`config.mk`:
```
export PLATFORM = sky130hd
export DESIGN_NAME = nmr_controller
export DESIGN_NICKNAME = d
export VERILOG_FILES = /design/src/nmr_pkg.sv /design/src/cpmg_sequencer.sv /design/src/adc_sampler.sv /design/src/sample_fifo.sv /design/src/sample_streamer.sv /design/src/nmr_controller.sv
export SDC_FILE = /design/constraint.sdc
export NUM_CORES = 1
export LEC_CHECK = 0
export BUFFER_PORTS_ARGS = -buffer_cell sky130_fd_sc_hd__buf_2
export CAP_MARGIN = 20
export CORE_MARGIN = 3
export CORE_UTILIZATION = 45
export CTS_CLUSTER_DIAMETER = 150
export DETAILED_ROUTE_END_ITERATION = 7
export PLACE_DENSITY = 0.69
export SLEW_MARGIN = 20
export SYNTH_ARGS = -nofsm -noshare
export SYNTH_HDL_FRONTEND = slang
export SYNTH_SLANG_ARGS = --single-unit
export TNS_END_PERCENT = 5
```
`constraint.sdc`:
```
create_clock -name pulseprog_clk -period 10.3 [get_ports pulseprog_clk]
set_clock_uncertainty 0.1 [all_clocks]
set_input_delay 0.515 -clock pulseprog_clk [delete_from_list [all_inputs] [get_ports pulseprog_clk]]
set_output_delay 0.515 -clock pulseprog_clk [all_outputs]
set_load 0.02 [all_outputs]
```
`src/nmr_pkg.sv`:
```
package nmr_pkg;

	// ========================================
	// widths
	// ========================================

	localparam int ADC_PHYS_WIDTH = 14;	// physical adc code
	localparam int ADC_DATA_WIDTH = 16;	// sample width after sign extension
	localparam int TIMER_WIDTH    = 16;	// pulse and delay lengths
	localparam int COUNT_WIDTH    = 16;	// echo and sample counts

	// ========================================
	// scalar types
	// ========================================

	typedef logic [TIMER_WIDTH-1:0]    timer_t;		// cycles of pulseprog_clk
	typedef logic [COUNT_WIDTH-1:0]    count_t;		// echoes, samples
	typedef logic [ADC_PHYS_WIDTH-1:0] adc_raw_t;	// two's complement adc code
	typedef logic [ADC_DATA_WIDTH-1:0] sample_t;	// sign extended code

	// ========================================
	// structs
	// ========================================

	// cpmg scan description, latched on start
	typedef struct packed {
		timer_t pulse_90;			// 90 deg pulse length
		timer_t delay_nosig;		// dead time after the 90
		timer_t pulse_180;			// refocusing pulse length
		timer_t delay_sig;			// echo delay incl. acquisition
		count_t echoes_per_scan;	// number of 180s
		count_t samples_per_echo;	// window length, <= delay_sig
		logic   phase_cycle;		// phase of the 90 deg pulse
	} seq_params_t;

	// raw adc bus
	typedef struct packed {
		adc_raw_t code;	// data bits
		logic     ovr;	// out of range flag
	} adc_in_t;

	// one buffered sample
	typedef struct packed {
		sample_t data;	// sign extended
		logic    ovr;	// adc overflow at capture
		count_t  echo;	// echo number within the scan, from 0
	} echo_sample_t;

	// sequencer states
	typedef enum logic [2:0] {
		IDLE,		// waiting for start
		P90,		// excitation pulse
		D_NOSIG,	// delay, no acquisition
		P180,		// refocusing pulse
		D_SIG		// delay with echo acquisition
	} seq_state_e;

endpackage

```
`src/cpmg_sequencer.sv`:
```
module cpmg_sequencer (
	input  logic                 pulseprog_clk,
	input  logic                 rst,
	input  logic                 start,			// 1-cycle request
	input  nmr_pkg::seq_params_t params,		// sampled only on accepted start
	output logic                 rf_gate,		// tx gate, replaces rf carrier
	output logic                 rf_phase,		// phase of the current pulse
	output logic                 en_rx,			// receiver on
	output logic                 acq_window,	// adc capture window
	output nmr_pkg::count_t      echo_index,	// current echo number
	output logic                 busy			// scan running
);

	// ========================================
	// state
	// ========================================

	nmr_pkg::seq_state_e  state;		// scan fsm
	nmr_pkg::seq_params_t prm;			// latched copy of params
	nmr_pkg::timer_t      timer;		// cycles left in phase, minus one
	nmr_pkg::count_t      echo_cnt;		// 180s already started
	nmr_pkg::timer_t      sig_elapsed;	// position inside the acq delay, from 1
	logic                 accept;		// start taken this cycle
	logic                 last_echo;	// final echo of the scan

	assign accept    = (state == nmr_pkg::IDLE) && start;	// ignored while busy
	assign last_echo = (echo_cnt == prm.echoes_per_scan - nmr_pkg::count_t'(1));

	// latch the scan parameters, payload only
	always_ff @(posedge pulseprog_clk)
	begin
		if (accept)
		begin
			prm <= params;
		end
	end

	// ========================================
	// scan fsm
	// ========================================

	always_ff @(posedge pulseprog_clk)
	begin
		if (rst)
		begin
			state    <= nmr_pkg::IDLE;
			timer    <= '0;
			echo_cnt <= '0;
		end
		else if (state == nmr_pkg::IDLE)
		begin
			if (start)
			begin
				state    <= nmr_pkg::P90;	// 90 runs from next cycle
				timer    <= params.pulse_90 - nmr_pkg::timer_t'(1);
				echo_cnt <= '0;
			end
		end
		else if (timer != '0)
		begin
			timer <= timer - nmr_pkg::timer_t'(1);	// still inside current phase
		end
		else
		begin
			case (state)
				nmr_pkg::P90:
				begin
					state <= nmr_pkg::D_NOSIG;
					timer <= prm.delay_nosig - nmr_pkg::timer_t'(1);
				end
				nmr_pkg::D_NOSIG:
				begin
					state <= nmr_pkg::P180;	// first echo
					timer <= prm.pulse_180 - nmr_pkg::timer_t'(1);
				end
				nmr_pkg::P180:
				begin
					state <= nmr_pkg::D_SIG;
					timer <= prm.delay_sig - nmr_pkg::timer_t'(1);
				end
				nmr_pkg::D_SIG:
				begin
					if (last_echo)
					begin
						state <= nmr_pkg::IDLE;	// scan done
					end
					else
					begin
						state    <= nmr_pkg::P180;	// next refocusing pulse
						timer    <= prm.pulse_180 - nmr_pkg::timer_t'(1);
						echo_cnt <= echo_cnt + nmr_pkg::count_t'(1);
					end
				end
				default:
				begin
					state <= nmr_pkg::IDLE;
				end
			endcase
		end
	end

	// ========================================
	// outputs from state and timer
	// ========================================

	// timer counts down from delay_sig-1, so this runs 1..delay_sig
	assign sig_elapsed = prm.delay_sig - timer;

	assign rf_gate    = (state == nmr_pkg::P90) || (state == nmr_pkg::P180);
	assign rf_phase   = (state == nmr_pkg::P90) && prm.phase_cycle;	// 180s at phase 0
	assign en_rx      = (state == nmr_pkg::D_SIG);	// whole acq delay
	assign acq_window = en_rx && (sig_elapsed <= prm.samples_per_echo);	// first samples only
	assign echo_index = echo_cnt;
	assign busy       = (state != nmr_pkg::IDLE);

endmodule

```
`src/adc_sampler.sv`:
```
module adc_sampler #(
	parameter int ADC_LATENCY = 5,	// adc pipeline depth, 1..8
	parameter int FIFO_DEPTH  = 16	// initial push credits
) (
	input  logic                  pulseprog_clk,
	input  logic                  rst,
	input  logic                  acq_window,	// from sequencer
	input  nmr_pkg::count_t       echo_index,	// from sequencer
	input  nmr_pkg::adc_in_t      adc_in,		// raw adc bus
	output logic                  push,			// write one entry
	output nmr_pkg::echo_sample_t push_data,
	input  logic                  push_credit,	// one entry freed
	output logic                  lost_sample	// sticky drop flag
);

	localparam int CRED_W = $clog2(FIFO_DEPTH + 1);
	localparam int EXT_W  = nmr_pkg::ADC_DATA_WIDTH - nmr_pkg::ADC_PHYS_WIDTH;

	logic [ADC_LATENCY-1:0] win_dly;					// window delay line
	nmr_pkg::count_t        echo_dly [ADC_LATENCY];		// echo tag delay line
	logic [CRED_W-1:0]      credits;					// free fifo slots we may use
	logic                   capture;					// aligned window cycle
	logic                   take;						// capture with a credit

	// ========================================
	// align window with adc pipeline
	// ========================================

	always_ff @(posedge pulseprog_clk)
	begin
		if (rst)
		begin
			win_dly <= '0;
		end
		else
		begin
			win_dly[0] <= acq_window;
			for (int i = 1; i < ADC_LATENCY; i++)
			begin
				win_dly[i] <= win_dly[i-1];
			end
		end
	end

	always_ff @(posedge pulseprog_clk)
	begin
		echo_dly[0] <= echo_index;	// tag follows the window
		for (int i = 1; i < ADC_LATENCY; i++)
		begin
			echo_dly[i] <= echo_dly[i-1];
		end
	end

	assign capture = win_dly[ADC_LATENCY-1];
	assign take    = capture && (credits != '0);	// no credit, no push

	// ========================================
	// credits, push and loss flag
	// ========================================

	always_ff @(posedge pulseprog_clk)
	begin
		if (rst)
		begin
			credits     <= CRED_W'(FIFO_DEPTH);
			push        <= 1'b0;
			lost_sample <= 1'b0;
		end
		else
		begin
			case ({push_credit, take})
				2'b10:   credits <= credits + CRED_W'(1);	// returned
				2'b01:   credits <= credits - CRED_W'(1);	// spent
				default: credits <= credits;				// none or both
			endcase
			push <= take;
			if (capture && !take)
			begin
				lost_sample <= 1'b1;	// held until reset
			end
		end
	end

	// payload, sign extended
	always_ff @(posedge pulseprog_clk)
	begin
		if (take)
		begin
			push_data.data <= {{EXT_W{adc_in.code[nmr_pkg::ADC_PHYS_WIDTH-1]}}, adc_in.code};
			push_data.ovr  <= adc_in.ovr;
			push_data.echo <= echo_dly[ADC_LATENCY-1];
		end
	end

endmodule

```
`src/sample_fifo.sv`:
```
module sample_fifo #(
	parameter int FIFO_DEPTH = 16	// entries, power of two
) (
	input  logic                  pulseprog_clk,
	input  logic                  rst,
	input  logic                  push,			// never while full, credit guarded
	input  nmr_pkg::echo_sample_t push_data,
	output logic                  push_credit,	// one pulse per pop
	input  logic                  pop,
	output nmr_pkg::echo_sample_t head,			// oldest entry
	output logic                  not_empty
);

	localparam int PTR_W = $clog2(FIFO_DEPTH);
	localparam int CNT_W = $clog2(FIFO_DEPTH + 1);

	nmr_pkg::echo_sample_t mem [FIFO_DEPTH];	// sample storage
	logic [PTR_W-1:0]      wr_ptr;				// wraps at depth
	logic [PTR_W-1:0]      rd_ptr;
	logic [CNT_W-1:0]      count;				// entries held
	logic                  do_pop;				// pop of a valid entry

	assign do_pop    = pop && not_empty;
	assign not_empty = (count != '0);
	assign head      = mem[rd_ptr];	// show-ahead read

	// ========================================
	// storage
	// ========================================

	always_ff @(posedge pulseprog_clk)
	begin
		if (push)
		begin
			mem[wr_ptr] <= push_data;
		end
	end

	// ========================================
	// pointers, count, credit return
	// ========================================

	always_ff @(posedge pulseprog_clk)
	begin
		if (rst)
		begin
			wr_ptr      <= '0;
			rd_ptr      <= '0;
			count       <= '0;
			push_credit <= 1'b0;
		end
		else
		begin
			if (push)
			begin
				wr_ptr <= wr_ptr + PTR_W'(1);
			end
			if (do_pop)
			begin
				rd_ptr <= rd_ptr + PTR_W'(1);
			end
			count       <= count + CNT_W'(push) - CNT_W'(do_pop);
			push_credit <= do_pop;	// slot freed, hand it back
		end
	end

endmodule

```
`src/sample_streamer.sv`:
```
module sample_streamer #(
	parameter int OUT_CREDITS = 4	// credits held after reset
) (
	input  logic                  pulseprog_clk,
	input  logic                  rst,
	input  logic                  not_empty,	// fifo has data
	input  nmr_pkg::echo_sample_t head,			// fifo head entry
	output logic                  pop,			// take head this cycle
	output logic                  out_valid,	// 1 cycle per sample
	output nmr_pkg::echo_sample_t out_sample,
	input  logic                  out_credit	// 1 credit back per pulse
);

	localparam int CRED_W = $clog2(OUT_CREDITS + 1);

	logic [CRED_W-1:0] credits;	// samples we may still send

	// only pop what can be sent right away
	assign pop = not_empty && (credits != '0);

	// ========================================
	// credit counter and valid
	// ========================================

	always_ff @(posedge pulseprog_clk)
	begin
		if (rst)
		begin
			credits   <= CRED_W'(OUT_CREDITS);
			out_valid <= 1'b0;
		end
		else
		begin
			case ({out_credit, pop})
				2'b10:   credits <= credits + CRED_W'(1);	// credit returned
				2'b01:   credits <= credits - CRED_W'(1);	// credit spent
				default: credits <= credits;
			endcase
			out_valid <= pop;
		end
	end

	// output register, payload
	always_ff @(posedge pulseprog_clk)
	begin
		if (pop)
		begin
			out_sample <= head;	// data, ovr and echo tag
		end
	end

endmodule

```
`src/nmr_controller.sv`:
```
module nmr_controller #(
	parameter int ADC_LATENCY = 5,	// adc pipeline, 1..8
	parameter int FIFO_DEPTH  = 16,	// power of two
	parameter int OUT_CREDITS = 4	// output credits after reset
) (
	input  logic                  pulseprog_clk,
	input  logic                  rst,
	input  nmr_pkg::seq_params_t  params,		// scan description
	input  logic                  start,		// 1-cycle scan request
	input  nmr_pkg::adc_in_t      adc_in,		// new value each cycle
	input  logic                  out_credit,	// returns one output credit
	output logic                  rf_gate,
	output logic                  rf_phase,
	output logic                  en_rx,
	output logic                  en_adc,		// acquisition window
	output logic                  busy,
	output logic                  out_valid,
	output nmr_pkg::echo_sample_t out_sample,
	output logic                  lost_sample	// sticky
);

	// ========================================
	// internal links
	// ========================================

	nmr_pkg::count_t       echo_index;	// sequencer -> sampler
	logic                  push;		// sampler -> fifo
	nmr_pkg::echo_sample_t push_data;
	logic                  push_credit;	// fifo -> sampler
	logic                  pop;			// streamer -> fifo
	nmr_pkg::echo_sample_t head;		// fifo -> streamer
	logic                  not_empty;

	cpmg_sequencer seq_i (
		.pulseprog_clk (pulseprog_clk),
		.rst           (rst),
		.start         (start),
		.params        (params),
		.rf_gate       (rf_gate),
		.rf_phase      (rf_phase),
		.en_rx         (en_rx),
		.acq_window    (en_adc),	// window leaves as adc enable
		.echo_index    (echo_index),
		.busy          (busy)
	);

	adc_sampler #(
		.ADC_LATENCY (ADC_LATENCY),
		.FIFO_DEPTH  (FIFO_DEPTH)
	) sampler_i (
		.pulseprog_clk (pulseprog_clk),
		.rst           (rst),
		.acq_window    (en_adc),
		.echo_index    (echo_index),
		.adc_in        (adc_in),
		.push          (push),
		.push_data     (push_data),
		.push_credit   (push_credit),
		.lost_sample   (lost_sample)
	);

	sample_fifo #(
		.FIFO_DEPTH (FIFO_DEPTH)
	) fifo_i (
		.pulseprog_clk (pulseprog_clk),
		.rst           (rst),
		.push          (push),
		.push_data     (push_data),
		.push_credit   (push_credit),
		.pop           (pop),
		.head          (head),
		.not_empty     (not_empty)
	);

	sample_streamer #(
		.OUT_CREDITS (OUT_CREDITS)
	) streamer_i (
		.pulseprog_clk (pulseprog_clk),
		.rst           (rst),
		.not_empty     (not_empty),
		.head          (head),
		.pop           (pop),
		.out_valid     (out_valid),
		.out_sample    (out_sample),
		.out_credit    (out_credit)
	);

endmodule

```
==> run metrics <==
status=finished, final reports clean; clock sink count=783; CTS tree=yes; top post-synthesis cells by area=edfxtp_1, mux4_2, dfxtp_1; drt drc=0; DRT iter0 DRCs=1469; Final min period=5.140 ns; Resized Gates After CTS=0; FMAX=0.1945 GHz; cts-stage hold buffer count=96; Synth Instances=1721; worst path arrival time=4.53 ns; GRT Total Usage=0.1925; crit path max fanout=5; Placer Congestion=0.9071; post-synth cell types=80; total wire length=67.86 mm; pwr/cell area=218.7 nW/um2; Post-CTS Setup Bufs=0; critical path type=register to output port; PortBufs=155; synthesized flop and latch total=783; Hold WS=0.1758 ns; Tightest Hold Check Type=input port to register; Worst setup SP type=register; routed via count=16740; ys async rst share=0; Post-Place Cells=2705; sequential cell area fraction in the yosys report=0.7195; row cnt=95; pin count of the biggest net entering global routing=65; Worst setup EP type=output port; Clock transition at path regs=0.06 ns; initial antenna violation count=1; Cell Area, Synth=30680 um2; Crit path required time=9.69 ns; die width=267.1 um; Avg Vias per Cell=5.687; Tot Pwr=7.892 mW; RSZ-0062 raised after global routing=no; area of the die=71340 um2; top post-synthesis cells by count=edfxtp_1, mux4_2, dfxtp_1; H-tree levels=3; vias in the first global route=17140; Final nets=2177; Core Region=67400 um2; Setup violations, final=0; clk buf depth=3; Post-DRT Antenna Nets=0; Starting Density=0.4552; top-count cell post-synth=edfxtp_1; cell accounting for the most synthesized area=edfxtp_1; Layout Utilization=0.5355; first-pass GRT wire length=103.3 mm; Avg WL per Cell=23.05 um; Slew HR=0.2886; Mapped Nets=1891; clock latency on the worst-skew pair=0.63 ns; setup TNS=0 ns; area grow syn2layout=17.65%; n_diodes=0; DP HPWL=37.80 mm; number of synthesized flops with an enable pin=639; layout filler cell count=5194; most common flop cell mapped by yosys=edfxtp_1; root buffer cell=clkbuf_16; mean post-synth cell area=17.83 um2; Chip Height=267.1 um; Max Cap Viol=0; fin. max-slew vios=0; crit share post-route=0.4990; Worst Tran Pin Value=1.063 ns; GR Overflow Total=0; Non-Filler Instances=2944; number of I/O pins=156; Leak Pwr=12.36 nW; final hold vios=0; CTS buffer count=77; Max VDD drop=0.1589 mV; Yosys warning count=0; drt first pass iters=5; share of layout cells above drive strength 1=0.2453; area share of the largest cell type after synthesis=0.6255
cell type report:
| type | instances | area, um2 | share of cell area |
|---|---|---|---|
| inverters | 69 | 259.0 | 0.007176 |
| clock inverters | 41 | 430.4 | 0.01193 |
| clock buffers | 102 | 2155 | 0.05970 |
| multi-input cells | 792 | 8073 | 0.2237 |
| repair buffers | 284 | 2001 | 0.05543 |
| flip-flops and latches | 783 | 22080 | 0.6118 |
| well taps | 873 | 1092 | 0.03027 |
cell usage in the layout (no fill, tap or decap), types with 15 or more instances in the layout:
cell type        n
edfxtp_1       639
mux4_2         155
buf_2          155
dfxtp_1        140
dlygate4sd3_1   96
clkbuf_16       80
inv_1           67
nor2_1          66
ha_1            50
a21oi_1         43
xnor2_1         39
nor3_1          37
nand2_1         34
buf_4           31
or3_1           27
xor2_1          21
nand3_1         20
o21ai_0         20
mux2i_1         19
a211oi_1        17
clkinv_1        17
nor2b_1         16
and2_2          16
clkbuf_1        15
metrics by stage:
step / instance area (um2) / worst slack, ns
after floorplan: 30680 / 5.700
after global placement: 32520 / 5.997
after detailed placement: 32540 / 5.855
after CTS: 36090 / 5.142
after global routing: 36090 / 4.680
final: 36090 / 5.160
worst max-delay path: stages (launching register included):
cell and delay [ns]:
dfxtp_1 0.44, inv_1 0.12, ha_1 0.31, a21o_1 0.18
a21oi_1 0.23, o21bai_1 0.12, a31o_2 0.30, a211oi_1 0.35
nor2_1 0.15, o311ai_0 0.39, ha_1 0.19, nand4_1 0.11
nor4_1 0.38, or3_1 0.18, a21oi_1 0.05, nor3_1 0.19
buf_2 0.21
metal layers:
| layer | GRT usage | wire length [um] | vias to the layer above |
|---|---|---|---|
| li1 | - | - | 7387 |
| met1 | 0.2577 | 27320 | 8603 |
| met2 | 0.3291 | 34710 | 651 |
| met3 | 0.03408 | 4521 | 102 |
| met4 | 0.04876 | 1314 | 0 |
| met5 | 0 | 0 | - |
power breakdown:
group          switching (mW)  leakage [nW]  internal [mW]
registers               0.141          7.08           3.56
clock network            1.18          1.26           1.62
logic                   0.717          4.02          0.679
flip-flops by register name, summed over array words and instances, names as in the netlist, 4 cells and up:
| register | cells |
|---|---|
| sampler_i.push_data | 31 |
| sampler_i.credits | 5 |
| seq_i.timer | 16 |
| sampler_i.echo_dly | 80 |
| seq_i.echo_index | 16 |
| streamer_i.out_sample | 31 |
| fifo_i.wr_ptr | 4 |
| sampler_i.win_dly | 5 |
| fifo_i.count | 5 |
| fifo_i.rd_ptr | 4 |
| fifo_i.mem | 496 |
| seq_i.prm | 81 |
cell families (layout without fill, tap and decap cells):
family | count (synthesis) | count (layout) | share of synthesized area
simple gates | 299 | 299 | 0.05363
xor+xnor | 60 | 60 | 0.01713
flops | 783 | 783 | 0.7195
buf+inv | 146 | 496 | 0.01860
mux | 184 | 184 | 0.1237
fa+ha+maj | 54 | 54 | 0.02300
compound gates | 195 | 195 | 0.04450
final timing paths:
check	slack, ns	end	from	cells after the start
min	0.18	seq_i.timer[15]	params[96]	4
max	5.16	en_adc	seq_i.timer[1]	16
min reg2reg	0.19	sampler_i.echo_dly[4][3]	sampler_i.echo_dly[3][3]	0
max reg2reg	6.36	sampler_i.win_dly[0]	seq_i.timer[1]	15
Power figures use the tool's default switching activity.
